`src/cpu_pkg.sv`:
```
package cpu_pkg;

   // Instruction class in bits 31..27
   typedef enum logic [4:0] {
      OP_NOP   = 5'd0,
      OP_LDI   = 5'd1,
      OP_ALU   = 5'd2,
      OP_LOAD  = 5'd3,
      OP_STORE = 5'd4,
      OP_JNZ   = 5'd5,
      OP_HALT  = 5'd6
   } opcode_e;

   typedef enum logic [3:0] {
      ALU_ADD = 4'd0,
      ALU_SUB = 4'd1,
      ALU_AND = 4'd2,
      ALU_OR  = 4'd3,
      ALU_XOR = 4'd4,
      ALU_SLL = 4'd5,
      ALU_SRL = 4'd6,
      ALU_SLT = 4'd7
   } alu_op_e;

   // Register format
   typedef struct packed {
      opcode_e    opcode;
      logic [4:0] rd;
      logic [4:0] rs0;
      logic [4:0] rs1;
      alu_op_e    alu_op;
      logic [7:0] spare;
   } instr_r_t;

   // Immediate format, imm is sign-extended by LDI
   typedef struct packed {
      opcode_e     opcode;
      logic [4:0]  rd;
      logic [21:0] imm;
   } instr_i_t;

   typedef union packed {
      instr_r_t r;
      instr_i_t i;
   } instr_u;

   // Classes that write rd at write-back
   function automatic logic writes_rd(opcode_e op);
      return op inside {OP_LDI, OP_ALU, OP_LOAD};
   endfunction

   // Classes that read rs0 or rs1
   function automatic logic uses_rs0(opcode_e op);
      return op inside {OP_ALU, OP_LOAD, OP_STORE, OP_JNZ};
   endfunction

   function automatic logic uses_rs1(opcode_e op);
      return op inside {OP_ALU, OP_STORE, OP_JNZ};
   endfunction

endpackage

```
`src/decode_stage.sv`:
```
`timescale 1ns/100ps

module decode_stage (
   input  logic             clk,
   input  logic             rst,
   input  cpu_pkg::instr_u  issue_instr,
   input  logic             stall,
   input  logic             freeze,
   input  logic             flush,
   input  logic [4:0]       wb_rd,
   input  logic [31:0]      wb_wdata,
   input  logic             wb_wen,
   output cpu_pkg::instr_u  ex_instr,
   output logic [31:0]      ex_op0,
   output logic [31:0]      ex_op1,
   output logic [31:0]      ex_imm,
   output logic             ex_valid,
   output logic [4:0]       ex_rd,
   output logic             ex_writes
);
   import cpu_pkg::*;

   logic [31:0] regs [32];
   logic [4:0]  rs0;
   logic [4:0]  rs1;
   logic [31:0] rdata0;
   logic [31:0] rdata1;
   logic [31:0] imm_ext;
   logic        bubble;

   // Same word read as both formats
   assign rs0     = issue_instr.r.rs0;
   assign rs1     = issue_instr.r.rs1;
   assign imm_ext = {{10{issue_instr.i.imm[21]}}, issue_instr.i.imm};

   always_ff @(posedge clk) begin
      if (wb_wen) begin
         regs[wb_rd] <= wb_wdata;
      end
   end

   // r0 reads zero, a write in this cycle is passed straight through
   assign rdata0 = (rs0 == 5'd0) ? 32'd0 :
                   (wb_wen && wb_rd == rs0) ? wb_wdata : regs[rs0];
   assign rdata1 = (rs1 == 5'd0) ? 32'd0 :
                   (wb_wen && wb_rd == rs1) ? wb_wdata : regs[rs1];

   assign bubble = stall || flush;

   always_ff @(posedge clk or negedge rst) begin
      if (!rst) begin
         ex_instr <= '0;
         ex_valid <= 1'b0;
      end else if (!freeze) begin
         if (bubble) begin
            ex_instr <= '0;
            ex_valid <= 1'b0;
         end else begin
            ex_instr <= issue_instr;
            ex_valid <= (issue_instr.r.opcode != OP_NOP);
         end
      end
   end

   // Operand payload
   always_ff @(posedge clk) begin
      if (!freeze) begin
         ex_op0 <= rdata0;
         ex_op1 <= rdata1;
         ex_imm <= imm_ext;
      end
   end

   assign ex_rd     = ex_instr.r.rd;
   assign ex_writes = ex_valid && writes_rd(ex_instr.r.opcode);

endmodule

```
`config.mk`:
```
export PLATFORM = sky130hd
export DESIGN_NAME = decode_stage
export DESIGN_NICKNAME = d
export VERILOG_FILES = /design/src/cpu_pkg.sv /design/src/decode_stage.sv
export SDC_FILE = /design/constraint.sdc
export NUM_CORES = 1
export LEC_CHECK = 0
export BUFFER_PORTS_ARGS = -buffer_cell sky130_fd_sc_hd__buf_2
export CELL_PAD_IN_SITES_DETAIL_PLACEMENT = 0
export CELL_PAD_IN_SITES_GLOBAL_PLACEMENT = 1
export CORE_AREA = 5 5 346 348
export CTS_CLUSTER_SIZE = 16
export DETAILED_ROUTE_END_ITERATION = 16
export DIE_AREA = 0 0 351 353
export PLACE_DENSITY_LB_ADDON = 0.3
export SLEW_MARGIN = 10
export SYNTH_ARGS = -nofsm -noshare
export SYNTH_HDL_FRONTEND = slang
export SYNTH_SLANG_ARGS = --single-unit
```
`constraint.sdc`:
```
create_clock -name clk -period 2.3 [get_ports clk]
set_clock_uncertainty 0.15 [all_clocks]
set_input_delay 0.46 -clock clk [delete_from_list [all_inputs] [get_ports clk]]
set_output_delay 0.46 -clock clk [all_outputs]
set_load 0.05 [all_outputs]
```
==> flow_summary.toml <==
[clock_network]
cts_root_buf = "clkbuf_16"
clockBufferDepth = 3
tritoncts = "yes"
htreeDepth = 3
cts_buffers = 118
clock_latency_ps = 710
clk_pin_slew_ps = 60
numClockSinks = 1143

[yosys]
syn_nets = 2893
async_flop_share_pct = 2.89
synth_area_sq_mm = 0.0520
syn_area_per_cell_sq_um = 18.4
synth_top_cell_by_area = "edfxtp_1"
ys_seq_area_share_pct = 65.7
syn_inst = 2818
synth_area_leaders = "edfxtp_1 (64%), mux4_2 (15%), mux2i_1 (6.8%)"
ys.flop_type = "edfxtp_1"
ys_seq_elements = 1143
synth_edf_count = 1110
ys_types = 50
ys_warn_count = 0
synth_top_area_share_pct = 64.2

[die]
core-area_sq_mm = 0.116
die_y_um = 353
start_util_pct = 44.8
top_level_ports = 210
die-area_sq_mm = 0.124
rows = 125
die_x_um = 351

[worst_hold_path]
hold_class = "in -> reg"
holdPathStages = 2

[placement]
hpwl_um = 117000
port_buffers = 209
place_area_sq_mm = 0.0592
gp_congestion = 0.887

[worst_setup_path]
cp.required_ps = 1690
worstPathArrival_ps = 1770
max_stage_delay_ps = 400
endpoint_kind = "output port"
r2r_cells = 6
cp-start-kind = "flip-flop"
cpMaxStageDelayCell = "dfrtp_1"
cp_cell_sequence = "nor4b_2 > o21a_1 > buf_6"
path_max_fanout = 2
critPathKind = "reg -> out"

[drt]
ant_nets = 0
drc = 0
wl_met1_um = 68700
met2_length_um = 86500
drt_iter0_drc = 4695
first_pass_iters = 5
vias = 34200
topRoutingLayerUsed = "met5"
wl_met3_um = 21300
wl_um = 186000
wl_per_cell_um = 37.4
vias_per_cell = 6.87

[global_route]
grt_usage_pct = 29.5
grt_pass1_wl_um = 259000
grt_pass1_vias = 34200
antenna_found_initial = 13
grt_max_degree = 48
grt-ovfl-total = 0

[sta]
tightestPinTransition_ps = 892
rsz0062_at_grt = "yes"
period_minus_slack_ps = 2380
period_share_pct = 104
max_freq_ghz = 0.420
worst_slack_ps = -83.3
maxSlewHeadroom_pct = 40.3
setup_viol = 1
holdWs_ps = 40.5
slew_violations = 0
finalHoldViolCount = 0

[status]
status = "finished with violations"
violations = "negative setup slack"

[final_layout]
finalInstanceArea_sq_mm = 0.0632
area_delta_synth_final_pct = 21.7
seq_area_sq_mm = 0.0342
drive_above_1_share_pct = 35.5
fill_cells = 8925
final_nets = 3426
fin_util_pct = 54.6
multi_input_area_sq_mm = 0.0168

[flow_run]
maxCapViolations = 0

[power]
leakage_nw = 21.8
max-vdd-ir-drop_uv = 625
power.density_mw_per_mm2 = 757
finalPower_mw = 47.9
## worst max-delay path, delay by kind of cell (launching register included)
kind | cells | cell delay (ps)
AND/OR/NAND/NOR | 1 | 320
flip-flops | 1 | 400
buffers and inverters | 1 | 160
AO/OA/AOI/OAI | 1 | 190
## timing repair
action | in CTS | in global routing
pin swaps | 1 | 1
resized for setup | 3 | 1
buffers inserted | 1 | 1
endpoints found under the setup margin | 1 | 2
hold buffers | 23 | 0
endpoints found under the hold margin | 68 | 0
## cell families after synthesis
kind of cell    Yosys count  synth area share (%)
flops                  1143                  65.7
mux                     716                  22.1
compound gates          529                  7.94
buf+inv                 255                  2.57
simple gates            165                  1.52
xor+xnor                 10                 0.169
## Yosys cell counts, types with 16 or more instances
cell	instances
edfxtp_1	1110
mux2i_1	355
mux4_2	341
clkbuf_1	111
a221oi_1	77
a221o_1	72
a21oi_1	70
a22oi_1	64
o21ai_0	62
buf_2	58
nor2_1	55
buf_4	48
o221ai_1	46
a22o_1	38
nand2_1	38
dfrtp_1	33
nor3_1	27
a32o_1	26
a211oi_1	24
mux2_2	20
buf_6	16
## path summary, 6_finish.rpt
check / from / to / slack, ps
min in group asynchronous: rst / ex_instr[12] / 230
max in group asynchronous: rst / ex_instr[7] / 1270
max: ex_instr[29] / ex_writes / -80
min reg2reg: ex_instr[7] / ex_instr[7] / 350
min: freeze / ex_instr[17] / 40
max reg2reg: regs[15][31] / ex_op0[31] / 60
## layout by cell type (no fill, tap or decap), drive strengths merged, types with 63 or more instances in the layout
cell and n:
a21oi 70, a221o 72, a221oi 77, a22oi 64, buf 635, clkbuf 151, edfxtp 1110, mux2i 355
mux4 341, o21ai 63
## final cells by class
| cell class | instances | share of cell area [%] |
|---|---|---|
| inverters | 9 | 0.0613 |
| well taps | 1524 | 3.02 |
| repair buffers | 659 | 10.3 |
| flip-flops and latches | 1143 | 54.0 |
| clock inverters | 69 | 1.03 |
| clock buffers | 150 | 4.96 |
| diodes | 6 | 0.0237 |
| multi-input cells | 1420 | 26.6 |
## per-stage QoR
step | setup slack [ps] | std cells | setup TNS, ps
2_1_floorplan | -292 | 2818 | -201320
3_3_place_gp | -494 | 4730 | -24480
3_5_place_dp | -497 | 4730 | -27010
4_1_cts | -112 | 4973 | -112
5_1_grt | -141 | 4977 | -141
6_report | -83.3 | 4980 | -83.3
## sequential cells by signal, summed over array words and instances, names as in the netlist
signal and count:
ex_op1 32, ex_instr 32, ex_valid 1, regs 1024
ex_imm 22, ex_op0 32
## where the power goes
group	internal [mW]	switching, mW
registers	23.3	0.227
clock network	10.8	8.12
logic	2.09	3.30
## metal layers
metal	track usage (%)	up-vias
li1	-	13200
met1	40.0	17900
met2	46.2	2508
met3	6.43	501
met4	13.2	6
met5	0	-
No activity file was read; power rests on OpenSTA's default activity.
