===== src/cpu_pkg.sv =====
package cpu_pkg;

   // Instruction class in bits 31..27
   typedef enum logic [4:0] {
      OP_NOP   = 5'd0,
      OP_LDI   = 5'd1,
      OP_ALU   = 5'd2,
      OP_LOAD  = 5'd3,
      OP_STORE = 5'd4,
      OP_JNZ   = 5'd5,
      OP_HALT  = 5'd6
   } opcode_e;

   typedef enum logic [3:0] {
      ALU_ADD = 4'd0,
      ALU_SUB = 4'd1,
      ALU_AND = 4'd2,
      ALU_OR  = 4'd3,
      ALU_XOR = 4'd4,
      ALU_SLL = 4'd5,
      ALU_SRL = 4'd6,
      ALU_SLT = 4'd7
   } alu_op_e;

   // Register format
   typedef struct packed {
      opcode_e    opcode;
      logic [4:0] rd;
      logic [4:0] rs0;
      logic [4:0] rs1;
      alu_op_e    alu_op;
      logic [7:0] spare;
   } instr_r_t;

   // Immediate format, imm is sign-extended by LDI
   typedef struct packed {
      opcode_e     opcode;
      logic [4:0]  rd;
      logic [21:0] imm;
   } instr_i_t;

   typedef union packed {
      instr_r_t r;
      instr_i_t i;
   } instr_u;

   // Classes that write rd at write-back
   function automatic logic writes_rd(opcode_e op);
      return op inside {OP_LDI, OP_ALU, OP_LOAD};
   endfunction

   // Classes that read rs0 or rs1
   function automatic logic uses_rs0(opcode_e op);
      return op inside {OP_ALU, OP_LOAD, OP_STORE, OP_JNZ};
   endfunction

   function automatic logic uses_rs1(opcode_e op);
      return op inside {OP_ALU, OP_STORE, OP_JNZ};
   endfunction

endpackage


===== src/pipeline_control.sv =====
`timescale 1ns/100ps

module pipeline_control (
   input  logic             clk,
   input  logic             rst,
   input  cpu_pkg::instr_u  issue_instr,
   input  logic             ex_valid,
   input  logic [4:0]       ex_rd,
   input  logic             ex_writes,
   input  logic             mem_valid,
   input  logic [4:0]       mem_rd,
   input  logic             mem_writes,
   input  logic             wbk_valid,
   input  logic             jump_taken,
   input  logic             mem_busy,
   output logic             stall,
   output logic             freeze,
   output logic             flush,
   output logic             halted
);
   import cpu_pkg::*;

   logic [4:0] rs0;
   logic [4:0] rs1;
   logic [4:0] ex_dst;
   logic [4:0] mem_dst;
   logic       hit_rs0;
   logic       hit_rs1;
   logic       is_halt;
   logic       drained;

   assign rs0 = issue_instr.r.rs0;
   assign rs1 = issue_instr.r.rs1;

   // A destination of r0 counts as no writer
   assign ex_dst  = (ex_valid && ex_writes) ? ex_rd : 5'd0;
   assign mem_dst = (mem_valid && mem_writes) ? mem_rd : 5'd0;

   assign hit_rs0 = uses_rs0(issue_instr.r.opcode) && rs0 != 5'd0 &&
                    (rs0 == ex_dst || rs0 == mem_dst);
   assign hit_rs1 = uses_rs1(issue_instr.r.opcode) && rs1 != 5'd0 &&
                    (rs1 == ex_dst || rs1 == mem_dst);

   // HALT stays parked in the issue register
   assign is_halt = (issue_instr.r.opcode == OP_HALT);

   assign stall  = hit_rs0 || hit_rs1 || is_halt;
   assign freeze = mem_busy;
   assign flush  = jump_taken && !freeze;

   assign drained = !ex_valid && !mem_valid && !wbk_valid && !mem_busy;

   always_ff @(posedge clk or negedge rst) begin
      if (!rst) begin
         halted <= 1'b0;
      end else if (is_halt && drained) begin
         halted <= 1'b1;
      end
   end

endmodule


===== config.mk =====
export PLATFORM = sky130hd
export DESIGN_NAME = pipeline_control
export DESIGN_NICKNAME = d
export VERILOG_FILES = /design/src/cpu_pkg.sv /design/src/pipeline_control.sv
export SDC_FILE = /design/constraint.sdc
export NUM_CORES = 1
export LEC_CHECK = 0
export BUFFER_PORTS_ARGS = -buffer_cell sky130_fd_sc_hd__buf_4
export CORE_UTILIZATION = 36
export CTS_BUF_LIST = sky130_fd_sc_hd__clkbuf_2
export DETAILED_ROUTE_END_ITERATION = 8
export PLACE_DENSITY = 0.81
export RECOVER_POWER = 50
export SYNTH_ARGS = -nofsm -noshare
export SYNTH_HDL_FRONTEND = slang
export SYNTH_SLANG_ARGS = --single-unit

===== constraint.sdc =====
create_clock -name clk -period 1.85 [get_ports clk]
set_input_delay 0.2775 -clock clk [delete_from_list [all_inputs] [get_ports clk]]
set_output_delay 0.2775 -clock clk [all_outputs]
set_load 0.005 [all_outputs]

==> results.md <==
* Status: finished clean
* Worst R2R Path Depth at 1
* FF/Latch Area at 25.0 um^2
* Tot GR Track Use at 21.0%
* Placed insts at 132
* Flop pwr share at 12.0%
* Row cnt at 13
* Worst min path class: in2async
* Largest regs: halted x1
* Sequential-to-total area share from yosys stat at 4.62%
* Input/output buffers at 37
* DRC violations left at 0
* R2r endpoint: halted$_DFFE_PN0P_
* Top Ports at 55
* Area Growth Syn to Fin at 62.1%
* Diodes inserted at 0
* Number of routed nets with antenna violations at 0
* GRT overflow at 0
* Total number of vias at 783
* Area of the multi-input gates at 534 um^2
* Netlist cell types at 33
* Slew @ Worst Pin at 0.305 ns
* Max-slew headroom at 79.5%
* Critical path's slowest cell: or3_1
* Fmax achieved at 567 MHz
* Combinational power share at 88.0%
* Clock Skew at 0 ns
* Die X at 40.8 um
* Layout cells sized above 1 at 40.2%
* DR vias/cell at 5.93
* Crit path launch: issue_instr[28]
* R2r setup slk at 1.16 ns
* CP most frequent cell: buf_4
* Switching power at 85.1 uW
* Max-cap violation count at 0
* Synth Cell Area at 542 um^2
* CTS clk-pin slew, worst paths at 0 ns
* DRT Wirelength at 1810 um
* Endpoints failing setup at 0
* CP arrival at 1.49 ns
* Synthesis-stage register bit count at 1
* Pwr/cell area at 236 nW/um^2
* Total power at 208 uW
* Pin count of the biggest net entering global routing at 8
* Most frequent cells in the layout: buf_4, nand2_1, nor2_1
* NumNets Final at 170
* Worst Path Max Fanout at 3
* Critical path class: in2out
* Non-filler cells, final at 132
* Tmin final at 1.76 ns
* Period Utilization, post-route at 95.3%
* Commonest non-fill, non-tap cell in the layout: buf_4
* Initial antenna violation count at 0
* Vias in the first global route at 600
* Die area at 1660 um^2
* Largest stage delay on the critical path at 0.36 ns
* Largest Register: halted
* Hold Violations, Final at 0
* Total core area at 1350 um^2
* Drt pass-1 iters at 4
* Worst setup endpoint: stall
* Crit Reg-Reg Startpoint: halted$_DFFE_PN0P_
* Initial Util at 40.1%
* Pint at 122 uW
* Synthesized netlist cell count at 81
* Synth Area per Inst at 6.69 um^2
* Leakage power at 0.380 nW
* Worst-path cell chain: buf_4 -> nor2b_2 -> mux2_2 -> nand3_1 -> or3_1 -> nand4_1 -> buf_4
* FILL cells at 123
* Worst path required time at 1.57 ns
* First-pass GRT wire length at 2430 um
* Largest register FFs at 1
* CP Capture Type: primary output
* Startpoint types: input port
* Hold buffers post-CTS at 0
* Gpl congestion at 0.827
* Max-slew violations at 0
* Die Y at 40.8 um
* Final worst-path setup slack at 0.0874 ns
* Routed wire per std cell at 13.7 um
* Post-Place Setup Slack at 0.106 ns
* Worst skew pair latency at 0 ns
* Syn Nets at 132
* Switch share at 41.0%
* Number of DRC markers in iteration 0 at 21
* Clk pwr share at 0%
* Hpwl dp at 1460 um
* Synth warn at 0
* Max VDD drop at 183 uV
per-layer routing:
| metal | up-vias | wire [um] | GRT usage [%] |
|---|---|---|---|
| met5 | - | 0 | 0 |
| met4 | 0 | 14 | 2.50 |
| met3 | 2 | 136 | 0.543 |
| met2 | 38 | 891 | 37.5 |
| met1 | 352 | 770 | 28.4 |
| li1 | 391 | - | - |
layout make-up:
class / count / area share [%]
Sequential cell: 1 / 2.85
Timing Repair Buffer: 38 / 32.5
Inverter: 4 / 1.71
Tap cell: 15 / 2.14
Multi-Input combinational cell: 74 / 60.8
power by group through the flow:
stage | sequential (mW) | clock [mW] | combinational (mW)
after floorplan | 0.0251 | 0 | 0.0725
after global placement | 0.0249 | 0 | 0.166
after detailed placement | 0.0250 | 0 | 0.171
after CTS | 0.0250 | 0 | 0.171
after global routing | 0.0252 | 0 | 0.197
final | 0.0249 | 0 | 0.183
timing repair:
| item | in CTS | in global routing |
|---|---|---|
| setup buffers | 0 | 0 |
| gates resized for setup | 0 | 8 |
| endpoints found under the setup margin | 0 | 1 |
cells in the mapped netlist:
library cell  count  share of area (%)
nor2b_1           3                3.5
nor3_1            3                2.8
a211o_1           1                1.6
buf_4             1                1.4
o22ai_1           1                1.2
nand3_1           3                2.8
nand2_1           8                5.5
nand4_1           1                1.2
a41o_1            1                1.8
nor4_1            2                2.3
and2_1            1                1.2
a31oi_1           6                6.9
a221oi_1          1                1.6
buf_2             1               0.92
a21oi_1           4                3.7
o2bb2ai_1         1                1.6
inv_1             4                2.8
nand2b_1          3                3.5
or3_1             1                1.2
o32ai_1           5                8.1
a22o_1            1                1.6
xnor2_1           4                6.5
o2111ai_1         1                1.6
nor3b_1           2                2.8
o21ai_0           1               0.92
nor4bb_1          3                5.5
and4_4            1                2.1
and3_1            1                1.2
nor2_1            7                4.9
a22oi_1           2                2.8
dfrtp_1           1                4.6
xor2_1            5                8.1
mux2_2            1                2.1
logic make-up after synthesis:
group	share of synthesized area, %
compound gates	33.5
xor+xnor	14.5
buf+inv	5.08
flops	4.62
mux	2.08
simple gates	40.2
critical path: cells and delay by family:
kind | cells | cell delay [ns]
buffers and inverters | 2 | 0.22
AND/OR/NAND/NOR | 4 | 0.79
multiplexers | 1 | 0.19
metrics by stage:
stage / hold slack (ns) / TNS (ns) / util (%) / instance area [um^2]
after global routing: 0.0765 / -0.0286 / 65.1 / 878
after CTS: 0.0531 / 0 / 61.7 / 833
after detailed placement: 0.0529 / 0 / 61.7 / 833
after global placement: 0.0525 / 0 / 61.7 / 833
after floorplan: -0.0181 / 0 / - / 542
final: 0.0729 / 0 / 65.1 / 878
worst min-delay path by stage:
| stage | to | slack [ns] | cells after the start | startpoint |
|---|---|---|---|---|
| 2_1_floorplan | halted$_DFFE_PN0P_ | -0.02 | 0 | rst |
| 6_report | halted$_DFFE_PN0P_ | 0.07 | 1 | rst |
| 3_3_place_gp | halted$_DFFE_PN0P_ | 0.05 | 1 | rst |
| 3_5_place_dp | halted$_DFFE_PN0P_ | 0.05 | 1 | rst |
| 5_1_grt | halted$_DFFE_PN0P_ | 0.08 | 1 | rst |
| 4_1_cts | halted$_DFFE_PN0P_ | 0.05 | 1 | rst |
No activity file was read; power rests on OpenSTA's default activity.
