[src/cpu_pkg.sv]
package cpu_pkg;

   // Instruction class in bits 31..27
   typedef enum logic [4:0] {
      OP_NOP   = 5'd0,
      OP_LDI   = 5'd1,
      OP_ALU   = 5'd2,
      OP_LOAD  = 5'd3,
      OP_STORE = 5'd4,
      OP_JNZ   = 5'd5,
      OP_HALT  = 5'd6
   } opcode_e;

   typedef enum logic [3:0] {
      ALU_ADD = 4'd0,
      ALU_SUB = 4'd1,
      ALU_AND = 4'd2,
      ALU_OR  = 4'd3,
      ALU_XOR = 4'd4,
      ALU_SLL = 4'd5,
      ALU_SRL = 4'd6,
      ALU_SLT = 4'd7
   } alu_op_e;

   // Register format
   typedef struct packed {
      opcode_e    opcode;
      logic [4:0] rd;
      logic [4:0] rs0;
      logic [4:0] rs1;
      alu_op_e    alu_op;
      logic [7:0] spare;
   } instr_r_t;

   // Immediate format, imm is sign-extended by LDI
   typedef struct packed {
      opcode_e     opcode;
      logic [4:0]  rd;
      logic [21:0] imm;
   } instr_i_t;

   typedef union packed {
      instr_r_t r;
      instr_i_t i;
   } instr_u;

   // Classes that write rd at write-back
   function automatic logic writes_rd(opcode_e op);
      return op inside {OP_LDI, OP_ALU, OP_LOAD};
   endfunction

   // Classes that read rs0 or rs1
   function automatic logic uses_rs0(opcode_e op);
      return op inside {OP_ALU, OP_LOAD, OP_STORE, OP_JNZ};
   endfunction

   function automatic logic uses_rs1(opcode_e op);
      return op inside {OP_ALU, OP_STORE, OP_JNZ};
   endfunction

endpackage

[src/execute_stage.sv]
`timescale 1ns/100ps

module execute_stage (
   input  logic             clk,
   input  logic             rst,
   input  logic             freeze,
   input  cpu_pkg::instr_u  ex_instr,
   input  logic [31:0]      ex_op0,
   input  logic [31:0]      ex_op1,
   input  logic [31:0]      ex_imm,
   input  logic             ex_valid,
   output cpu_pkg::instr_u  mem_instr,
   output logic [31:0]      mem_result,
   output logic [31:0]      mem_store_data,
   output logic             mem_valid,
   output logic [4:0]       mem_rd,
   output logic             mem_writes,
   output logic             jump_taken,
   output logic [31:0]      jump_target
);
   import cpu_pkg::*;

   logic [31:0] alu_out;
   logic [31:0] result;

   always_comb begin
      case (ex_instr.r.alu_op)
         ALU_ADD: alu_out = ex_op0 + ex_op1;
         ALU_SUB: alu_out = ex_op0 - ex_op1;
         ALU_AND: alu_out = ex_op0 & ex_op1;
         ALU_OR:  alu_out = ex_op0 | ex_op1;
         ALU_XOR: alu_out = ex_op0 ^ ex_op1;
         ALU_SLL: alu_out = ex_op0 << ex_op1[4:0];
         ALU_SRL: alu_out = ex_op0 >> ex_op1[4:0];
         ALU_SLT: alu_out = {31'd0, $signed(ex_op0) < $signed(ex_op1)};
         default: alu_out = 32'd0;
      endcase
   end

   // LOAD addresses by rs0, STORE by rs1
   always_comb begin
      case (ex_instr.r.opcode)
         OP_LDI:   result = ex_imm;
         OP_ALU:   result = alu_out;
         OP_LOAD:  result = ex_op0;
         OP_STORE: result = ex_op1;
         default:  result = 32'd0;
      endcase
   end

   assign jump_taken  = ex_valid && ex_instr.r.opcode == OP_JNZ && ex_op0 != 32'd0;
   assign jump_target = ex_op1;

   always_ff @(posedge clk or negedge rst) begin
      if (!rst) begin
         mem_instr <= '0;
         mem_valid <= 1'b0;
      end else if (!freeze) begin
         mem_instr <= ex_instr;
         mem_valid <= ex_valid;
      end
   end

   always_ff @(posedge clk) begin
      if (!freeze) begin
         mem_result     <= result;
         mem_store_data <= ex_op0;
      end
   end

   assign mem_rd     = mem_instr.r.rd;
   assign mem_writes = mem_valid && writes_rd(mem_instr.r.opcode);

endmodule

[config.mk]
export PLATFORM = sky130hd
export DESIGN_NAME = execute_stage
export DESIGN_NICKNAME = d
export VERILOG_FILES = /design/src/cpu_pkg.sv /design/src/execute_stage.sv
export SDC_FILE = /design/constraint.sdc
export NUM_CORES = 1
export LEC_CHECK = 0
export BUFFER_PORTS_ARGS = -buffer_cell sky130_fd_sc_hd__buf_2
export CAP_MARGIN = 30
export CORE_UTILIZATION = 55
export DETAILED_ROUTE_END_ITERATION = 10
export PLACE_DENSITY = 0.8
export SLEW_MARGIN = 20
export SYNTH_ARGS = -nofsm -noshare
export SYNTH_HDL_FRONTEND = slang
export SYNTH_SLANG_ARGS = --single-unit
[constraint.sdc]
create_clock -name clk -period 1.6 [get_ports clk]
set_clock_uncertainty 0.1 [all_clocks]
set_input_delay 0.24 -clock clk [delete_from_list [all_inputs] [get_ports clk]]
set_output_delay 0.24 -clock clk [all_outputs]
set_load 0.05 [all_outputs]
==> impl_metrics.yaml, run 1 <==
global_routing:
  grt_max_degree: 42
  grt_pass1_vias: 20900
  grt_pass1_wl_um: 128000
  grt.total_usage_pct: 70.9
  globalRouteOverflowTotal: 41
synthesis:
  synth_nets: 1818
  async_reset_ff_share_pct: 34.0
  ys.warnings.count: 0
  syn_area_um2: 13000
  yosys_register_bits: 97
  ys.flop_type: "edfxtp_1"
  synth_cell_types: 84
  synthCells: 1582
  avgSynthCellArea_um2: 8.20
  yosysSeqAreaShare_pct: 21.2
  synth-edff-count: 64
die:
  die_y_um: 156
  ios: 268
  start_util_pct: 56.6
  die_w_um: 156
  rows: 55
clock_tree:
  cts.sinks: 97
  clockBufferDepth: 2
  cts_inserted_buffers: 9
  cts-root-buf: "clkbuf_16"
  htree_levels: 3
placed_design:
  dp.cells: 2529
  port_buffers: 267
  dp_hpwl_um: 52300
  routabilityCongestion: 1.16
run_status:
  status: "did not finish"
  failed_stage: "global routing (5_1_grt)"
  firstError: "[ERROR GRT-0116] Global routing finished with congestion. Check the congestion regions in the DRC Viewer."
per-stage QoR:
stage          cell area [um2]  worst slack (ns)  hold slack (ns)  setup TNS [ns]
4_1_cts                  20500             -1.04          0.00130          -27.63
2_1_floorplan            13300             -1.46           -0.156          -55.90
3_5_place_dp             18200             -1.74            0.228          -47.21
3_3_place_gp             18200             -1.61            0.212          -45.77
cell usage after synthesis, types with 6 or more instances:
library cell / count / area (um2)
mux4_2: 30 / 676
o31ai_1: 14 / 105
o22ai_1: 14 / 87.6
a21oi_1: 110 / 551
ha_1: 102 / 1280
a21o_1: 19 / 143
a211o_1: 6 / 52.6
o21bai_1: 13 / 97.6
nand2b_1: 12 / 75.1
buf_4: 44 / 330
o21ai_0: 101 / 505
a31oi_1: 13 / 81.3
clkbuf_1: 86 / 323
o21ai_1: 7 / 35.0
buf_2: 25 / 125
a221oi_1: 16 / 140
buf_1: 15 / 56.3
nor3_1: 44 / 220
xnor2_1: 17 / 149
a22oi_1: 22 / 165
o21a_1: 7 / 52.6
nor2_1: 138 / 518
a211oi_1: 33 / 248
or3_1: 7 / 43.8
and3_1: 14 / 87.6
mux2i_1: 76 / 761
a222oi_1: 24 / 240
nand4_1: 8 / 50.1
inv_1: 98 / 368
edfxtp_1: 64 / 1920
a32oi_1: 6 / 52.6
a2111oi_0: 6 / 52.6
o2111ai_1: 9 / 78.8
nand2_1: 132 / 495
dfrtp_1: 33 / 826
mux2_2: 57 / 642
o221ai_1: 9 / 78.8
o211ai_1: 25 / 188
nor4_1: 23 / 144
nand3_1: 20 / 100
metal layers:
metal,GRT overflow,global-route usage [%]
met5,0,11.4
met4,24,68.0
met3,2,50.5
met2,14,91.6
met1,1,73.0
what timing repair did:
action / CTS
gates resized for setup: 350
hold buffers: 2
pin swaps: 109
cloned: 4
buffers inserted: 55
hold endpoints to repair: 34
setup endpoints to repair: 34
kinds of logic after synthesis:
group | Yosys count | synth area share (%)
buf+inv | 276 | 9.73
simple gates | 421 | 14.7
mux | 163 | 16.0
compound gates | 504 | 27.1
xor+xnor | 17 | 1.15
fa+ha+maj | 104 | 10.1
flops | 97 | 21.2
==> inputs of run 2 (changes only) <==
--- a/config.mk
+++ b/config.mk
@@ -7,9 +7,9 @@
 export LEC_CHECK = 0
 export BUFFER_PORTS_ARGS = -buffer_cell sky130_fd_sc_hd__buf_2
 export CAP_MARGIN = 30
-export CORE_UTILIZATION = 55
+export CORE_UTILIZATION = 40
 export DETAILED_ROUTE_END_ITERATION = 10
-export PLACE_DENSITY = 0.8
+export PLACE_DENSITY_LB_ADDON = 0.15
 export SLEW_MARGIN = 20
 export SYNTH_ARGS = -nofsm -noshare
 export SYNTH_HDL_FRONTEND = slang
==> run 2 against run 1 <==
Effect of this change: the flow now finishes, with violations (negative setup slack); synthesized area unchanged; synthesized cell count unchanged.
==> impl_metrics.yaml, run 2 <==
run_status:
  status: "complete, but fails checks"
  violations: "negative setup slack"
die:
  die_y_um: 182
  die_w_um: 182
  rows: 65
  ios: 268
  dieArea_um2: 33100
  fp.coreArea_um2: 31700
  start_util_pct: 40.9
sta:
  drv_slew: 0
  worst_slack_ns: -1.12
  min_period_over_period_pct: 170
  finalHoldViolCount: 0
  relSlewSlack_pct: 42.1
  rsz0062_at_grt: "yes"
  fmax_mhz: 367
  tightestPinTransition_ns: 0.861
  period_minus_slack_ns: 2.72
  timing.hold.ws_ns: 0.0146
  setup_viol: 35
worst_setup_path:
  rr_startpoint: "mem_instr[28]$_DFFE_PN0N_"
  ff2ff_setup_slack_ns: 0.69
  startpoint_type: "primary input"
  r2r-end: "mem_instr[28]$_DFFE_PN0N_"
  path_class: "primary input to flip-flop"
  reg2reg_depth: 1
  arrival_ns: 2.85
  required_ns: 1.72
  end_kind: "flip-flop"
  worstPathMaxFanout: 3
global_routing:
  grt_pass1_vias: 16600
  grt.total_usage_pct: 43.8
  antenna_found_initial: 4
  grt_pass1_wl_um: 108000
  grt_max_degree: 74
  globalRouteOverflowTotal: 0
power:
  ir_drop_v: 0.000559
  p_leak_nw: 10.1
  p_per_area_nw_per_um2: 598
routing:
  antenna_left: 0
  vias: 17300
  drtIter0Drc: 1955
  drt-total-wl_um: 75000
  viasPerCell: 6.23
  post-route-drc-count: 0
  wl_per_cell_um: 27.0
  drt_first_pass_iters: 8
synthesis:
  synthTopCellsByCount: "nor2_1, nand2_1, a21oi_1"
  async_reset_ff_share_pct: 34.0
  synthCells: 1582
  synthTopCellsByArea: "edfxtp_1, ha_1, dfrtp_1"
  yosysSeqAreaShare_pct: 21.2
  syn_area_um2: 13000
  avgSynthCellArea_um2: 8.20
  yosysTopAreaCellShare_pct: 14.8
  yosys_register_bits: 97
  ys.flop_type: "edfxtp_1"
  synth_nets: 1818
  synth.most_common_cell: "nor2_1"
  synth-edff-count: 64
  ys.warnings.count: 0
  synth_area_leader_cell: "edfxtp_1"
  synth_cell_types: 84
clock_tree:
  cts_tree: "built"
  htree_levels: 3
  clk_latency_ns: 0.38
  cts.sinks: 97
  clk_pin_slew_ns: 0.08
  clockBufferDepth: 2
  cts_inserted_buffers: 9
  cts-root-buf: "clkbuf_16"
final_layout:
  layout_commonest_cell: "buf_4"
  area_growth_pct: 73.4
  nets: 2604
  design_area_um2: 22500
  final_util_pct: 70.9
  layout_common_cells: "buf_4, buf_2, nand2_1"
  fin_cells: 2776
  drive_gt1_share_pct: 57.1
  largestRegisters: "mem_instr x32, mem_result x32, mem_store_data x32"
placed_design:
  pre_cts_ws_ns: -1.80
  routabilityCongestion: 1.06
  place_area_um2: 18600
  dp_hpwl_um: 56800
  dp.cells: 2648
  port_buffers: 267
worst_hold_path:
  min_path_type: "primary input to flip-flop"
  min-delay-start: "ex_valid"
  min_delay_path_depth: 2
  whs_endpoint: "mem_valid$_DFFE_PN0N_"
flow_run:
  cap_violations: 0
[run 2: cell counts after synthesis]
No cell type changed its count.
[run 2: cell type report]
class | count | area (um2)
Multi-Input combinational cell | 1209 | 11100
Fill cell | 2465 | 9230
Timing Repair Buffer | 949 | 7350
Sequential cell | 97 | 2750
Tap cell | 402 | 503
Inverter | 102 | 447
Clock buffer | 10 | 250
Clock inverter | 6 | 56.3
Antenna cell | 1 | 2.50
[run 2: cells by family (layout without fill, tap and decap cells)]
kind of cell	after synthesis	after routing	synth area share, %
xor+xnor	17	17	1.15
mux	163	163	16.0
compound gates	504	504	27.1
simple gates	421	421	14.7
flops	97	97	21.2
other cells	0	1	0
fa+ha+maj	104	104	10.1
buf+inv	276	1067	9.73
[run 2: worst max path at each step]
stage | start | to | slack (ns) | cells past startpoint
finish | ex_op0[0] | mem_result[24]$_DFFE_PN_ | -1.12 | 13
global route | ex_op0[0] | mem_result[24]$_DFFE_PN_ | -1.19 | 13
CTS | ex_op0[0] | mem_result[24]$_DFFE_PN_ | -1.11 | 13
detailed placement | ex_op1[5] | mem_result[31]$_DFFE_PN_ | -1.80 | 12
global placement | ex_op1[5] | mem_result[31]$_DFFE_PN_ | -1.74 | 12
floorplan | ex_op1[2] | mem_result[28]$_DFFE_PN_ | -1.46 | 16
[run 2: what timing repair did]
action,in CTS,in global routing
endpoints found under the setup margin,34,34
cloned,6,0
gates resized for setup,337,247
buffers inserted,62,36
pin swaps,128,139
endpoints found under the hold margin,56,0
hold buffers,24,0
[run 2: worst max-delay path, stage by stage]
cell	delay, ns
buf_8	0.09
inv_6	0.03
ha_4	0.15
fa_2	0.37
nor2_4	0.14
o221ai_4	0.15
a2111oi_4	0.50
o21ai_4	0.15
a211oi_4	0.31
o31ai_1	0.10
o31ai_1	0.09
mux2_2	0.37
a211oi_2	0.15
[run 2: layer usage]
layer / vias up / routed length, um / track usage [%]
met5: - / 13 / 0
met4: 2 / 3750 / 19.4
met3: 259 / 8020 / 9.08
met2: 1222 / 33700 / 70.1
met1: 8330 / 29500 / 56.7
li1: 7471 / - / -
[run 2: through the flow]
stage	TNS, ns	total power, mW
6_report	-29.40	13.4
5_1_grt	-30.95	13.8
4_1_cts	-28.65	12.7
3_5_place_dp	-49.64	9.40
3_3_place_gp	-48.51	9.38
2_1_floorplan	-55.90	6.56
[run 2: power breakdown]
part / total, mW / switching [mW] / internal (mW)
clock network: 2.44 / 1.25 / 1.19
registers: 2.98 / 0.0953 / 2.89
logic: 8.01 / 4.58 / 3.43
total: 13.4 / 5.93 / 7.51
(Power assumes the default switching activity.)
==> inputs of run 3 (changes only) <==
--- a/config.mk
+++ b/config.mk
@@ -7,10 +7,11 @@
 export LEC_CHECK = 0
 export BUFFER_PORTS_ARGS = -buffer_cell sky130_fd_sc_hd__buf_2
 export CAP_MARGIN = 30
+export CORE_MARGIN = 2
 export CORE_UTILIZATION = 40
 export DETAILED_ROUTE_END_ITERATION = 10
 export PLACE_DENSITY_LB_ADDON = 0.15
-export SLEW_MARGIN = 20
+export SKIP_LAST_GASP = 1
 export SYNTH_ARGS = -nofsm -noshare
 export SYNTH_HDL_FRONTEND = slang
 export SYNTH_SLANG_ARGS = --single-unit
==> run 3 against run 2 <==
Effect of this change: the flow still finishes with violations (negative setup slack); wire length fell by 0.64%; sequential share of layout area grew 0.64 points; total power is 3.8% lower; clock-buffer cell count stayed put; critical path depth increased by 2; cell count fell by 0.90%; non-clock buffer count fell by 26; sequential power is essentially flat; critical endpoint is now mem_result[22]$_DFFE_PN_; highest routed layer unchanged.
==> impl_metrics.yaml, run 3 (synthesis results as in run 2) <==
placed_design:
  port_buffers: 267
  dp_hpwl_um: 56700
  routabilityCongestion: 1.10
  dp.cells: 2637
global_routing:
  grt.total_usage_pct: 42.9
  grt_max_degree: 53
  grt_pass1_vias: 16500
  globalRouteOverflowTotal: 0
  grt_pass1_wl_um: 106000
  antenna_found_initial: 4
clock_tree:
  cts_inserted_buffers: 9
  htree_levels: 3
  clk_latency_ns: 0.38
  clk_pin_slew_ns: 0.08
  clockBufferDepth: 2
  cts-root-buf: "clkbuf_16"
  cts_tree: "built"
  cts.sinks: 97
sta:
  worst_slack_ns: -1.13
  drv_slew: 0
  fmax_mhz: 366
  min_period_over_period_pct: 171
  rsz0062_at_grt: "yes"
  tightestPinTransition_ns: 0.761
  period_minus_slack_ns: 2.73
  finalHoldViolCount: 0
  relSlewSlack_pct: 49.0
  setup_tns_ns: -30.35
  setup_viol: 34
worst_hold_path:
  min-delay-start: "ex_instr[19]"
  min_path_type: "primary input to flip-flop"
  min_delay_path_depth: 2
  whs_endpoint: "mem_instr[19]$_DFFE_PN0N_"
final_layout:
  layout_common_cells: "buf_4, buf_2, nand2_1"
  largestRegisters: "mem_instr x32, mem_result x32, mem_store_data x32"
  fin_cells: 2751
  final_util_pct: 67.3
  area_growth_pct: 64.7
  fillers: 2625
  nets: 2578
  layout_commonest_cell: "buf_4"
  drive_gt1_share_pct: 52.5
worst_setup_path:
  required_ns: 1.62
  path_class: "primary input to flip-flop"
  startpoint_type: "primary input"
  r2r-end: "mem_instr[31]$_DFFE_PN0N_"
  arrival_ns: 2.75
  end_kind: "flip-flop"
  reg2reg_depth: 2
  rr_startpoint: "mem_instr[31]$_DFFE_PN0N_"
  ff2ff_setup_slack_ns: 0.59
  worstPathMaxFanout: 5
routing:
  drt_first_pass_iters: 10
  antenna_left: 0
  wl_per_cell_um: 27.1
  drt-total-wl_um: 74500
  post-route-drc-count: 0
  drtIter0Drc: 1908
  viasPerCell: 6.16
  vias: 16900
die:
  ios: 268
  rows: 65
  dieArea_um2: 33900
  start_util_pct: 40.9
  die_w_um: 184
  fp.coreArea_um2: 31700
  die_y_um: 184
flow_run:
  cap_violations: 0
power:
  ir_drop_v: 0.000517
  p_per_area_nw_per_um2: 605
  p_leak_nw: 9.79
run_status:
  status: "complete, but fails checks"
  violations: "negative setup slack"
## run 3: worst max-delay path, stage by stage
cell      delay [ns]
buf_8           0.10
buf_6           0.11
buf_8           0.12
ha_4            0.17
inv_2           0.05
fa_2            0.20
nand2b_4        0.14
a21oi_4         0.07
o211ai_4        0.27
a31oi_4         0.17
a31o_4          0.26
a21oi_4         0.32
mux2i_1         0.15
xnor2_1         0.22
o221ai_1        0.16
## run 3: final cells by class
type | instances | area (um2) | area share [%]
Clock buffer | 10 | 250 | 1.17
Timing Repair Buffer | 923 | 6960 | 32.6
Tap cell | 402 | 503 | 2.35
Clock inverter | 6 | 56.3 | 0.264
Inverter | 102 | 443 | 2.07
Sequential cell | 97 | 2750 | 12.9
Antenna cell | 2 | 5.00 | 0.0234
Multi-Input combinational cell | 1209 | 10400 | 48.7
## run 3: worst max path at each step
stage	from	end	slack [ns]	depth (start not counted)
finish	ex_op0[0]	mem_result[22]$_DFFE_PN_	-1.13	15
global route	ex_op0[0]	mem_result[0]$_DFFE_PN_	-1.24	14
CTS	ex_op0[1]	mem_result[15]$_DFFE_PN_	-1.15	14
floorplan	ex_op1[2]	mem_result[28]$_DFFE_PN_	-1.46	16
detailed placement	ex_op1[0]	mem_result[20]$_DFFE_PN_	-1.95	12
global placement	ex_op1[0]	mem_result[20]$_DFFE_PN_	-1.82	12
## run 3: repair_timing
action                     in CTS  in global routing
hold endpoints to repair       54                  0
hold buffers                   22                  0
buffers inserted               52                 24
pin swaps                      97                 91
cloned                          6                  0
resized for setup             238                132
setup endpoints to repair      34                 34
## run 3: metrics by stage
step	area [um2]	worst slack, ns	hold slack (ns)	total power [mW]
6_report	21400	-1.13	0.0113	12.9
2_1_floorplan	13300	-1.46	-0.156	6.56
4_1_cts	20600	-1.15	0.00268	12.4
3_5_place_dp	18500	-1.95	0.187	9.36
3_3_place_gp	18500	-1.82	0.179	9.34
5_1_grt	21400	-1.24	0.00698	13.4
## run 3: per-layer routing
| layer | vias to the layer above | routed length [um] | track usage [%] |
|---|---|---|---|
| met1 | 8143 | 28800 | 54.9 |
| li1 | 7429 | - | - |
| met5 | - | 26 | 0 |
| met3 | 230 | 8210 | 8.85 |
| met2 | 1128 | 33400 | 68.8 |
| met4 | 4 | 4130 | 21.1 |
## run 3: report_power, final
| part | switching, mW | total, mW | internal [mW] |
|---|---|---|---|
| sequential | 0.0931 | 2.98 | 2.89 |
| clock | 1.25 | 2.44 | 1.19 |
| combinational | 4.37 | 7.51 | 3.14 |
