File: src/cpu_pkg.sv
package cpu_pkg;

   // Instruction class in bits 31..27
   typedef enum logic [4:0] {
      OP_NOP   = 5'd0,
      OP_LDI   = 5'd1,
      OP_ALU   = 5'd2,
      OP_LOAD  = 5'd3,
      OP_STORE = 5'd4,
      OP_JNZ   = 5'd5,
      OP_HALT  = 5'd6
   } opcode_e;

   typedef enum logic [3:0] {
      ALU_ADD = 4'd0,
      ALU_SUB = 4'd1,
      ALU_AND = 4'd2,
      ALU_OR  = 4'd3,
      ALU_XOR = 4'd4,
      ALU_SLL = 4'd5,
      ALU_SRL = 4'd6,
      ALU_SLT = 4'd7
   } alu_op_e;

   // Register format
   typedef struct packed {
      opcode_e    opcode;
      logic [4:0] rd;
      logic [4:0] rs0;
      logic [4:0] rs1;
      alu_op_e    alu_op;
      logic [7:0] spare;
   } instr_r_t;

   // Immediate format, imm is sign-extended by LDI
   typedef struct packed {
      opcode_e     opcode;
      logic [4:0]  rd;
      logic [21:0] imm;
   } instr_i_t;

   typedef union packed {
      instr_r_t r;
      instr_i_t i;
   } instr_u;

   // Classes that write rd at write-back
   function automatic logic writes_rd(opcode_e op);
      return op inside {OP_LDI, OP_ALU, OP_LOAD};
   endfunction

   // Classes that read rs0 or rs1
   function automatic logic uses_rs0(opcode_e op);
      return op inside {OP_ALU, OP_LOAD, OP_STORE, OP_JNZ};
   endfunction

   function automatic logic uses_rs1(opcode_e op);
      return op inside {OP_ALU, OP_STORE, OP_JNZ};
   endfunction

endpackage

File: src/memory_stage.sv
`timescale 1ns/100ps

module memory_stage (
   input  logic             clk,
   input  logic             rst,
   input  cpu_pkg::instr_u  mem_instr,
   input  logic [31:0]      mem_result,
   input  logic [31:0]      mem_store_data,
   input  logic             mem_valid,
   input  logic [31:0]      wb_dat_i,
   input  logic             wb_ack,
   output logic             wb_cyc,
   output logic             wb_stb,
   output logic             wb_we,
   output logic [31:0]      wb_adr,
   output logic [31:0]      wb_dat_o,
   output logic             mem_busy,
   output logic [4:0]       wb_rd,
   output logic [31:0]      wb_wdata,
   output logic             wb_wen,
   output logic             wbk_valid
);
   import cpu_pkg::*;

   localparam logic ST_IDLE = 1'b0;
   localparam logic ST_XFER = 1'b1;

   logic state;
   logic is_load;
   logic is_store;
   logic mem_req;

   assign is_load  = mem_valid && mem_instr.r.opcode == OP_LOAD;
   assign is_store = mem_valid && mem_instr.r.opcode == OP_STORE;
   assign mem_req  = is_load || is_store;

   // Cycle opens the edge after the access reaches this stage
   always_ff @(posedge clk or negedge rst) begin
      if (!rst) begin
         state <= ST_IDLE;
      end else begin
         case (state)
            ST_IDLE: if (mem_req) state <= ST_XFER;
            ST_XFER: if (wb_ack)  state <= ST_IDLE;
            default: state <= ST_IDLE;
         endcase
      end
   end

   // The pipeline is frozen during the cycle, so address and data hold
   assign wb_cyc   = (state == ST_XFER);
   assign wb_stb   = (state == ST_XFER);
   assign wb_we    = (state == ST_XFER) && is_store;
   assign wb_adr   = mem_result;
   assign wb_dat_o = mem_store_data;

   // Busy from the pending cycle until ack
   assign mem_busy = (state == ST_IDLE) ? mem_req : !wb_ack;

   always_ff @(posedge clk or negedge rst) begin
      if (!rst) begin
         wbk_valid <= 1'b0;
         wb_wen    <= 1'b0;
      end else if (!mem_busy) begin
         wbk_valid <= mem_valid;
         wb_wen    <= mem_valid && writes_rd(mem_instr.r.opcode);
      end
   end

   // Load data is taken in the ack cycle
   always_ff @(posedge clk) begin
      if (!mem_busy) begin
         wb_rd    <= mem_instr.r.rd;
         wb_wdata <= is_load ? wb_dat_i : mem_result;
      end
   end

endmodule

File: config.mk
export PLATFORM = sky130hd
export DESIGN_NAME = memory_stage
export DESIGN_NICKNAME = d
export VERILOG_FILES = /design/src/cpu_pkg.sv /design/src/memory_stage.sv
export SDC_FILE = /design/constraint.sdc
export NUM_CORES = 1
export LEC_CHECK = 0
export BUFFER_PORTS_ARGS = -buffer_cell sky130_fd_sc_hd__buf_2
export CORE_AREA = 5 5 89 91
export CTS_BUF_LIST = sky130_fd_sc_hd__clkbuf_8
export CTS_CLUSTER_SIZE = 24
export DETAILED_ROUTE_END_ITERATION = 12
export DIE_AREA = 0 0 94 96
export PLACE_DENSITY = 0.8
export SYNTH_ARGS = -nofsm -noshare
export SYNTH_HDL_FRONTEND = slang
export SYNTH_SLANG_ARGS = --single-unit
File: constraint.sdc
create_clock -name clk -period 1.96 [get_ports clk]
set_input_delay 0.392 -clock clk [delete_from_list [all_inputs] [get_ports clk]]
set_output_delay 0.392 -clock clk [all_outputs]
set_load 0.01 [all_outputs]
==> results.toml, run 1 <==
[cts]
clk_pin_slew_ps = 80
clock_latency_ps = 290
cts_tree = "yes"
htree_levels = 2
cts_buffers = 5
cts_root_buf = "clkbuf_8"
cts_sinks = 40
cts_setup_buffers = 0
clk_path_buf_depth = 2
cts_resized = 0

[placement]
dp_hpwl_um = 4197
routabilityCongestion = 0.6606
port_buffers = 152
post_dp_cell_area_sq_um = 2613

[finish]
area_growth_pct = 23.91
nets = 384
n_antenna_cell = 0
fill_cells = 706
utilization = 0.3839
drive_gt1_frac = 0.7945
fin_area_sq_um = 2710

[floorplan]
start_util = 0.3098
pin_count = 239
placementRows = 31
dieHeight_um = 96
die-area_sq_um = 9024
die_w_um = 94
core-area_sq_um = 7059

[synthesis]
netlist-cell-type-count = 17
synth_edf_count = 37
synthesis.instances = 155
yosys-top-cells-area = "edfxtp_1, buf_4, mux2_2"
yosysSeqAreaShare = 0.5423
synth_area_per_cell_sq_um = 14.11
syn_nets = 287
synth_common_cells = "buf_4, edfxtp_1, mux2_2"
syn_area_sq_um = 2187
yosysWarnings = 0
async_flop_share = 0.07500
ys_seq_elements = 40
synth-main-ff-cell = "edfxtp_1"
synth_top_area_share = 0.5080
yosys.area.top_type = "edfxtp_1"
yosysMostFrequentCell = "buf_4"

[sta]
skew_ps = 5.179
slew_viol_final = 0
grt_setup_unrepaired = "no"
max_slew_margin = 0.8015
finalCriticalPeriod_ps = 1785
tns_ps = 0
worst_pin_slew_ps = 297.8
min_period_over_period = 0.9106
max_freq_mhz = 560.3
hold-worst-slack_ps = 273.0
finalSetupViolCount = 0
finalHoldViolCount = 0

[hold_path]
min_path_type = "in -> reg"
holdPathStages = 1
min_from = "mem_instr[22]"
holdPathEnd = "wb_rd[0]$_DFFE_PN_"

[pwr]
irDropWorstVdd_uv = 245.2
p_leak_nw = 1.269
p_sw_frac = 0.2455
p_switching_mw = 0.4555
p_per_area_nw_per_um2 = 684.7
clockPowerShare = 0.293
seqPwrFrac = 0.545
p_comb_frac = 0.162
p_int_mw = 1.400

[critical_path]
crit_fanout = 5
rrSetupSlack_ps = 550
ff2ff_path_depth = 3
r2r_end = "wb_wdata[31]$_DFFE_PN_"
cp-start-kind = "primary input"
arrival_ps = 1390
cp-end-kind = "primary output"
critical_path_class = "in -> out"
timing.rr.start = "wb_cyc$_DFF_PN0_"
cp.required_ps = 1570

[detailed_routing]
drt-pass1-iter-count = 4
drt_wl_total_um = 5023
drt_iter0_drc = 18
postRouteAntennaNets = 0
vias = 1444
drcViolationCount = 0
via_per_inst = 4.102
wire_per_inst_um = 14.27

[global_route]
grt_pass1_vias = 1470
grtUsageMet3 = 0.04066
grt_pass1_wl_um = 7003
antenna_found_initial = 0
grt_busiest_layer = "met2"
grt_use_met2 = 0.1857
grt_use_total = 0.1007
overflow = 0
grt_max_degree = 25
grtUsageMet1 = 0.1005

[status]
status = "complete, no violations"

[run]
cap_violations = 0
worst max-delay path: stages:
cell,delay [ps]
buf_2,100
nor2_1,140
nand2_2,100
buf_4,160
o31ai_4,310
buf_2,190
metrics by stage:
| step | setup WS (ps) | power (mW) | instances |
|---|---|---|---|
| after floorplan | 4.071 | 1.261 | 155 |
| after global placement | 145.5 | 1.331 | 343 |
| after detailed placement | 115.7 | 1.338 | 343 |
| after CTS | 151.6 | 1.902 | 352 |
| after global routing | 77.48 | 1.956 | 352 |
| final | 175.2 | 1.855 | 352 |
layer usage:
| metal | wire length, um | vias to the layer above |
|---|---|---|
| li1 | - | 673 |
| met1 | 1686 | 649 |
| met5 | 0 | - |
| met4 | 81 | 0 |
| met2 | 2596 | 110 |
| met3 | 659 | 12 |
power by group through the flow:
| stage | sequential (mW) | clock, mW | combinational (mW) |
|---|---|---|---|
| 6_report | 1.01 | 0.544 | 0.300 |
| 5_1_grt | 1.02 | 0.609 | 0.330 |
| 4_1_cts | 1.01 | 0.581 | 0.308 |
| 3_5_place_dp | 1.03 | 0 | 0.305 |
| 3_3_place_gp | 1.03 | 0 | 0.300 |
| 2_1_floorplan | 1.07 | 0 | 0.193 |
cells in the final DEF, fill, tap and decap left out, types with 2 or more instances in the layout:
cell type  instances
buf_12             2
buf_2            152
buf_4              3
nor2_1             3
edfxtp_1          37
clkbuf_8           5
clkinv_2           2
mux2_1             2
dfrtp_1            3
mux2_2            32
repair_timing:
| item | in CTS | in global routing |
|---|---|---|
| endpoints found under the setup margin | 0 | 0 |
| hold endpoints to repair | 3 | 0 |
| hold buffers | 1 | 0 |
registers in the layout, summed over array words and instances (netlist names):
register and cells:
wb_wdata 32, wb_rd 5, wb_cyc 1, wb_wen 1
wbk_valid 1
worst max path at each step:
stage	to	depth (start not counted)	from
final	mem_busy	6	mem_instr[30]
after global routing	mem_busy	6	mem_instr[30]
after CTS	mem_busy	6	mem_instr[30]
after detailed placement	wb_rd[0]$_DFFE_PN_	7	mem_instr[30]
after global placement	wb_wdata[19]$_DFFE_PN_	6	mem_instr[30]
after floorplan	wb_rd[0]$_DFFE_PN_	4	mem_instr[28]
cells by family (layout without fill, tap and decap cells):
logic type / after synthesis / in the layout / share of synthesized area
DFF: 40 / 40 / 0.5423
buffers and inverters: 69 / 167 / 0.2403
muxes: 34 / 34 / 0.1751
AOI/OAI and AO/OA: 2 / 2 / 0.01373
and+or+nand+nor: 10 / 10 / 0.02860
layout make-up:
| cell class | instances | area [sq um] | area share |
|---|---|---|---|
| Tap cell | 99 | 123.9 | 0.04571 |
| Sequential cell | 40 | 1186 | 0.4377 |
| Inverter | 1 | 3.754 | 0.001385 |
| Timing Repair Buffer | 158 | 833.3 | 0.3075 |
| Clock buffer | 5 | 68.82 | 0.02539 |
| Clock inverter | 3 | 18.77 | 0.006925 |
| Multi-Input combinational cell | 46 | 475.5 | 0.1754 |
No activity file was read; power rests on OpenSTA's default activity.
==> run 2: changes to the inputs <==
- SETUP_SLACK_MARGIN: unset -> 0.3
==> run 2 against run 1 <==
Worst hold slack better by 10 ps. Critical path depth is 4 lower. Clock power is 20% higher. Register-to-register slack worse by 100 ps. Maximum frequency is 14% higher. Critical endpoint unchanged.
==> results.toml, run 2 (synthesis gave the netlist of run 1 again) <==
[status]
status = "complete, no violations"

[detailed_routing]
wire_per_inst_um = 14.24
drcViolationCount = 0
vias = 1425
drt_wl_total_um = 5012
via_per_inst = 4.048
drt-pass1-iter-count = 4
drt_iter0_drc = 13
postRouteAntennaNets = 0

[sta]
skew_ps = 9.912
max_freq_mhz = 639.2
finalCriticalPeriod_ps = 1564
tns_ps = 0
finalSetupViolCount = 0
finalHoldViolCount = 0
max_slew_margin = 0.8186
worst_pin_slew_ps = 272.1
slew_viol_final = 0
min_period_over_period = 0.7981
hold-worst-slack_ps = 282.9
grt_setup_unrepaired = "no"

[critical_path]
rrSetupSlack_ps = 450
cp.required_ps = 1570
arrival_ps = 1170
r2r_end = "wb_rd[4]$_DFFE_PN_"
crit_fanout = 5
cp-end-kind = "primary output"
critical_path_class = "reg -> out"
ff2ff_path_depth = 5
cp-start-kind = "register"
timing.rr.start = "wb_cyc$_DFF_PN0_"

[global_route]
antenna_found_initial = 0
grt_use_total = 0.1025
grt_pass1_vias = 1491
grt_pass1_wl_um = 7072
overflow = 0
grt_max_degree = 26

[cts]
htree_levels = 2
clk_pin_slew_ps = 80
cts_sinks = 40
cts_buffers = 5
clock_latency_ps = 290
cts_root_buf = "clkbuf_8"
clk_path_buf_depth = 2
cts_tree = "yes"

[hold_path]
holdPathEnd = "wb_rd[2]$_DFFE_PN_"
holdPathStages = 1
min_from = "mem_instr[24]"
min_path_type = "in -> reg"

[placement]
post_dp_cell_area_sq_um = 2592
port_buffers = 152
placed_cells = 342
dp_hpwl_um = 4153
routabilityCongestion = 0.6601

[floorplan]
pin_count = 239
die-area_sq_um = 9024
core-area_sq_um = 7059
placementRows = 31
die_w_um = 94
start_util = 0.3098
dieHeight_um = 96

[run]
cap_violations = 0

[finish]
n_antenna_cell = 0
top_regs = "wb_wdata x32, wb_rd x5"
top_register = "wb_wdata"
final_common_cell = "buf_2"
area_growth_pct = 24.37
layout_common_cells = "buf_2, edfxtp_1, mux2_2"
nets = 384
largest_reg_flops = 32
drive_gt1_frac = 0.7945
stdcell_count = 352
fin_area_sq_um = 2720

[pwr]
irDropWorstVdd_uv = 287.5
totalPowerFinal_mw = 1.964
p_leak_nw = 1.279
p_per_area_nw_per_um2 = 722.1
run 2: cell count changes in the layout (fill, tap and decap cells not counted), sizes merged:
cell    previous run  this run
clkinv             3         1
bufinv             0         1
inv                1         2
run 2: stage by stage:
step | util | setup slack [ps]
after CTS | 0.3850 | 332.4
final | 0.3853 | 395.6
after global placement | 0.3672 | 117.0
after floorplan | - | 4.071
after global routing | 0.3853 | 311.0
after detailed placement | 0.3672 | 125.1
run 2: power by group:
group	switching (mW)	internal [mW]	leakage, nW
Combinational	0.145	0.154	0.791
Clock	0.281	0.373	0.0593
Sequential	0.0136	0.997	0.428
Total	0.440	1.52	1.28
run 2: what timing repair did:
| action | CTS | global route |
|---|---|---|
| hold buffers | 1 | 0 |
| endpoints found under the setup margin | 1 | 1 |
| pin swaps | 1 | 1 |
| gates resized for setup | 0 | 1 |
| buffers inserted | 1 | 0 |
| hold endpoints to repair | 3 | 0 |
| cloned | 0 | 0 |
run 2: how the worst max path moves through the flow:
stage,start,endpoint,slack [ps],cells past startpoint
after floorplan,mem_instr[28],wb_rd[0]$_DFFE_PN_,4,4
after global placement,mem_instr[30],wb_wdata[9]$_DFFE_PN_,120,6
after detailed placement,mem_instr[30],wb_wdata[10]$_DFFE_PN_,130,6
after CTS,mem_instr[27],mem_busy,330,5
after global routing,wb_cyc$_DFF_PN0_,mem_busy,310,2
final,wb_cyc$_DFF_PN0_,mem_busy,400,2
run 2: cell type report:
type,instances,area (sq um)
clock inverter,3,38.79
timing repair buffer,158,820.8
sequential,40,1186
fill,709,4339
inverter,1,3.754
tap,99,123.9
clock buffer,5,68.82
multi-input combinational,46,478.0
run 2: routing by layer:
layer	vias to the layer above	track usage	wire length, um
met2	105	0.1993	2647
met4	0	0.04212	96
met3	15	0.04066	676
met1	636	0.09403	1591
met5	-	0	0
li1	669	-	-
run 2: critical path, cell delays in order, from the launching register on:
cell and delay [ps]:
dfrtp_1 450, o31ai_4 270, buf_2 160
==> run 3: changes to the inputs <==
- ABC_AREA: unset -> 1
- CORE_AREA: 5 5 89 91 -> unset
- CORE_MARGIN: unset -> 5
- CORE_UTILIZATION: unset -> 32
- DIE_AREA: 0 0 94 96 -> unset
- PLACE_DENSITY: 0.8 -> 0.84
- clock period: 1.96 -> 1.3 ns (I/O delays scaled with it)
==> run 3 against run 2 <==
Area after synthesis is 1.8% higher. Largest power group unchanged. The flow now finishes with violations (setup timing). Synthesized cell count is 54% higher. Power up 52%. Die area down 3.3%. Setup slack got worse by 510 ps. Combinational power increased by 120%. Largest cell class is now non-clock buffers. Final cell count rose by 28%.
==> results.toml, run 3 <==
[sta]
grt_setup_unrepaired = "yes"
timing.final.ws_setup_ps = -109.4
skew_ps = 5.027
finalHoldViolCount = 0
max_slew_margin = 0.8747
finalSetupViolCount = 41
min_period_over_period = 1.084
worst_pin_slew_ps = 187.4
finalCriticalPeriod_ps = 1409
slew_viol_final = 0
max_freq_mhz = 709.5
hold-worst-slack_ps = 144.3

[detailed_routing]
drcViolationCount = 0
drt-pass1-iter-count = 4
via_per_inst = 4.332
vias = 1958
drt_wl_total_um = 7647
wire_per_inst_um = 16.92
postRouteAntennaNets = 0
drt_iter0_drc = 19

[hold_path]
min_path_type = "in -> reg"
holdPathStages = 1

[critical_path]
cpLargestDelayFamily = "flip-flops"
crit_chain = "inv_2 > or2_4 > nand2_4 > buf_6"
cp_num_cells = 4
cp-end-kind = "primary output"
arrival_ps = 1150
ff2ff_path_depth = 6
max_stage_delay_ps = 380
cp.required_ps = 1040
critical_path_class = "reg -> out"
crit_fanout = 3
cp_slowest_cell = "dfrtp_1"
cp-start-kind = "register"
cp_num_buf_inv = 2

[synthesis]
async_flop_share = 0.07500
ys_seq_elements = 40
yosysWarnings = 0
syn_area_sq_um = 2226
synthesis.instances = 238
synth_common_cells = "nand2_1, buf_4, edfxtp_1, nand3_1"
yosys-top-cells-area = "edfxtp_1, buf_4, nand2_1"
yosysSeqAreaShare = 0.5329
yosys.area.top_type = "edfxtp_1"
netlist-cell-type-count = 17
synth_area_per_cell_sq_um = 9.352
syn_nets = 370
synth-main-ff-cell = "edfxtp_1"
synth_edf_count = 37
yosysMostFrequentCell = "nand2_1"
synth_top_area_share = 0.4992

[floorplan]
die-area_sq_um = 8724
placementRows = 30
pin_count = 239
start_util = 0.3276
dieHeight_um = 93.40
die_w_um = 93.40
core-area_sq_um = 6794

[finish]
nets = 487
largest_reg_flops = 32
fill_cells = 591
area_growth_pct = 61.66
final_common_cell = "buf_2"
top_regs = "wb_wdata x32, wb_rd x5"
drive_gt1_frac = 0.7472
n_antenna_cell = 0
layout_common_cells = "buf_2, nand2_1, edfxtp_1"
top_register = "wb_wdata"
stdcell_count = 452
utilization = 0.5297
fin_area_sq_um = 3598

[cts]
clock_latency_ps = 290
clk_pin_slew_ps = 80
clk_path_buf_depth = 2
cts_root_buf = "clkbuf_8"
cts_buffers = 5
cts_tree = "yes"
cts_sinks = 40
htree_levels = 2

[status]
status = "complete, but fails checks"
violations = "setup timing"

[pwr]
seqPwrFrac = 0.515
p_int_mw = 2.200
p_per_area_nw_per_um2 = 829.1
irDropWorstVdd_uv = 423.5
p_leak_nw = 1.951
p_sw_frac = 0.2627
clockPowerShare = 0.267
p_comb_frac = 0.218
p_switching_mw = 0.7837
totalPowerFinal_mw = 2.984

[global_route]
grt_max_degree = 22
antenna_found_initial = 0
grt_pass1_vias = 1995
grt_use_total = 0.1636
grt_pass1_wl_um = 10600
overflow = 0

[run]
cap_violations = 0

[placement]
post_dp_cell_area_sq_um = 2759
placed_cells = 428
dp_hpwl_um = 5241
port_buffers = 152
routabilityCongestion = 0.7400
==> run 3: changes by cell type in the layout (fill, tap and decap cells not counted), sizes merged, moves of 2 or more <==
cell,change
buf,+20
clkinv,+6
inv,+2
mux2,-34
nand2,+103
nand3,+6
nor2,+2
==> run 3: final timing paths <==
path / start / endpoint / slack (ps)
min: mem_instr[26] / wb_rd[4]$_DFFE_PN_ / 140
min reg2reg: wb_wen$_DFFE_PN0N_ / wb_wen$_DFFE_PN0N_ / 530
max: wb_cyc$_DFF_PN0_ / mem_busy / -110
max reg2reg: wb_cyc$_DFF_PN0_ / wb_wdata[16]$_DFFE_PN_ / -100
max in group asynchronous: rst / wb_cyc$_DFF_PN0_ / 900
min in group asynchronous: rst / wb_wen$_DFFE_PN0N_ / 300
==> run 3: cells by family (layout without fill, tap and decap cells) <==
| logic type | count (synthesis) | after routing | synth area share |
|---|---|---|---|
| and+or+nand+nor | 120 | 120 | 0.2130 |
| buffers and inverters | 77 | 195 | 0.2518 |
| DFF | 40 | 40 | 0.5329 |
| AOI/OAI and AO/OA | 1 | 1 | 0.002246 |
==> run 3: final cells by class <==
type | instances | area (sq um) | share of cell area
Clock buffer | 5 | 68.82 | 0.01912
Clock inverter | 3 | 18.77 | 0.005216
Inverter | 6 | 52.55 | 0.01460
Multi-Input combinational cell | 121 | 858.3 | 0.2385
Sequential cell | 40 | 1186 | 0.3296
Tap cell | 96 | 120.1 | 0.03338
Timing Repair Buffer | 178 | 1204 | 0.3345
Timing Repair inverter | 3 | 90.09 | 0.02503
==> run 3: what timing repair did <==
action,CTS,global route
setup buffers,8,2
pin swaps,19,16
endpoints found under the setup margin,114,114
gates cloned,5,0
resized for setup,94,41
hold buffers,1,0
hold endpoints to repair,3,0
==> run 3: through the flow <==
stage | worst slack [ps] | setup TNS, ps
after CTS | -120.8 | -3420
after detailed placement | -225.1 | -13270
after global routing | -156.6 | -4849
after global placement | -218.0 | -11820
final | -109.4 | -3415
after floorplan | -409.8 | -15160
==> run 3: routing by layer <==
metal  GRT usage  part of all wire  wire length [um]
met5           0                 0                 0
met4     0.05617             0.027               208
met3     0.05873              0.11               809
met2      0.3228              0.55              4196
met1      0.1518              0.32              2433
==> run 3: worst reg2reg max path: stages, from the launching register on <==
cell        delay [ps]
dfrtp_1            380
inv_2               60
or2_4              250
nand2_4             80
buf_12             100
clkinvlp_4         110
buf_12             180
==> run 3: power by group through the flow <==
stage	Combinational, mW	Sequential, mW	Clock [mW]
detailed placement	0.519	1.56	0
finish	0.651	1.54	0.795
floorplan	0.302	1.62	0
global placement	0.508	1.56	0
CTS	0.614	1.54	0.835
global route	0.698	1.55	0.886
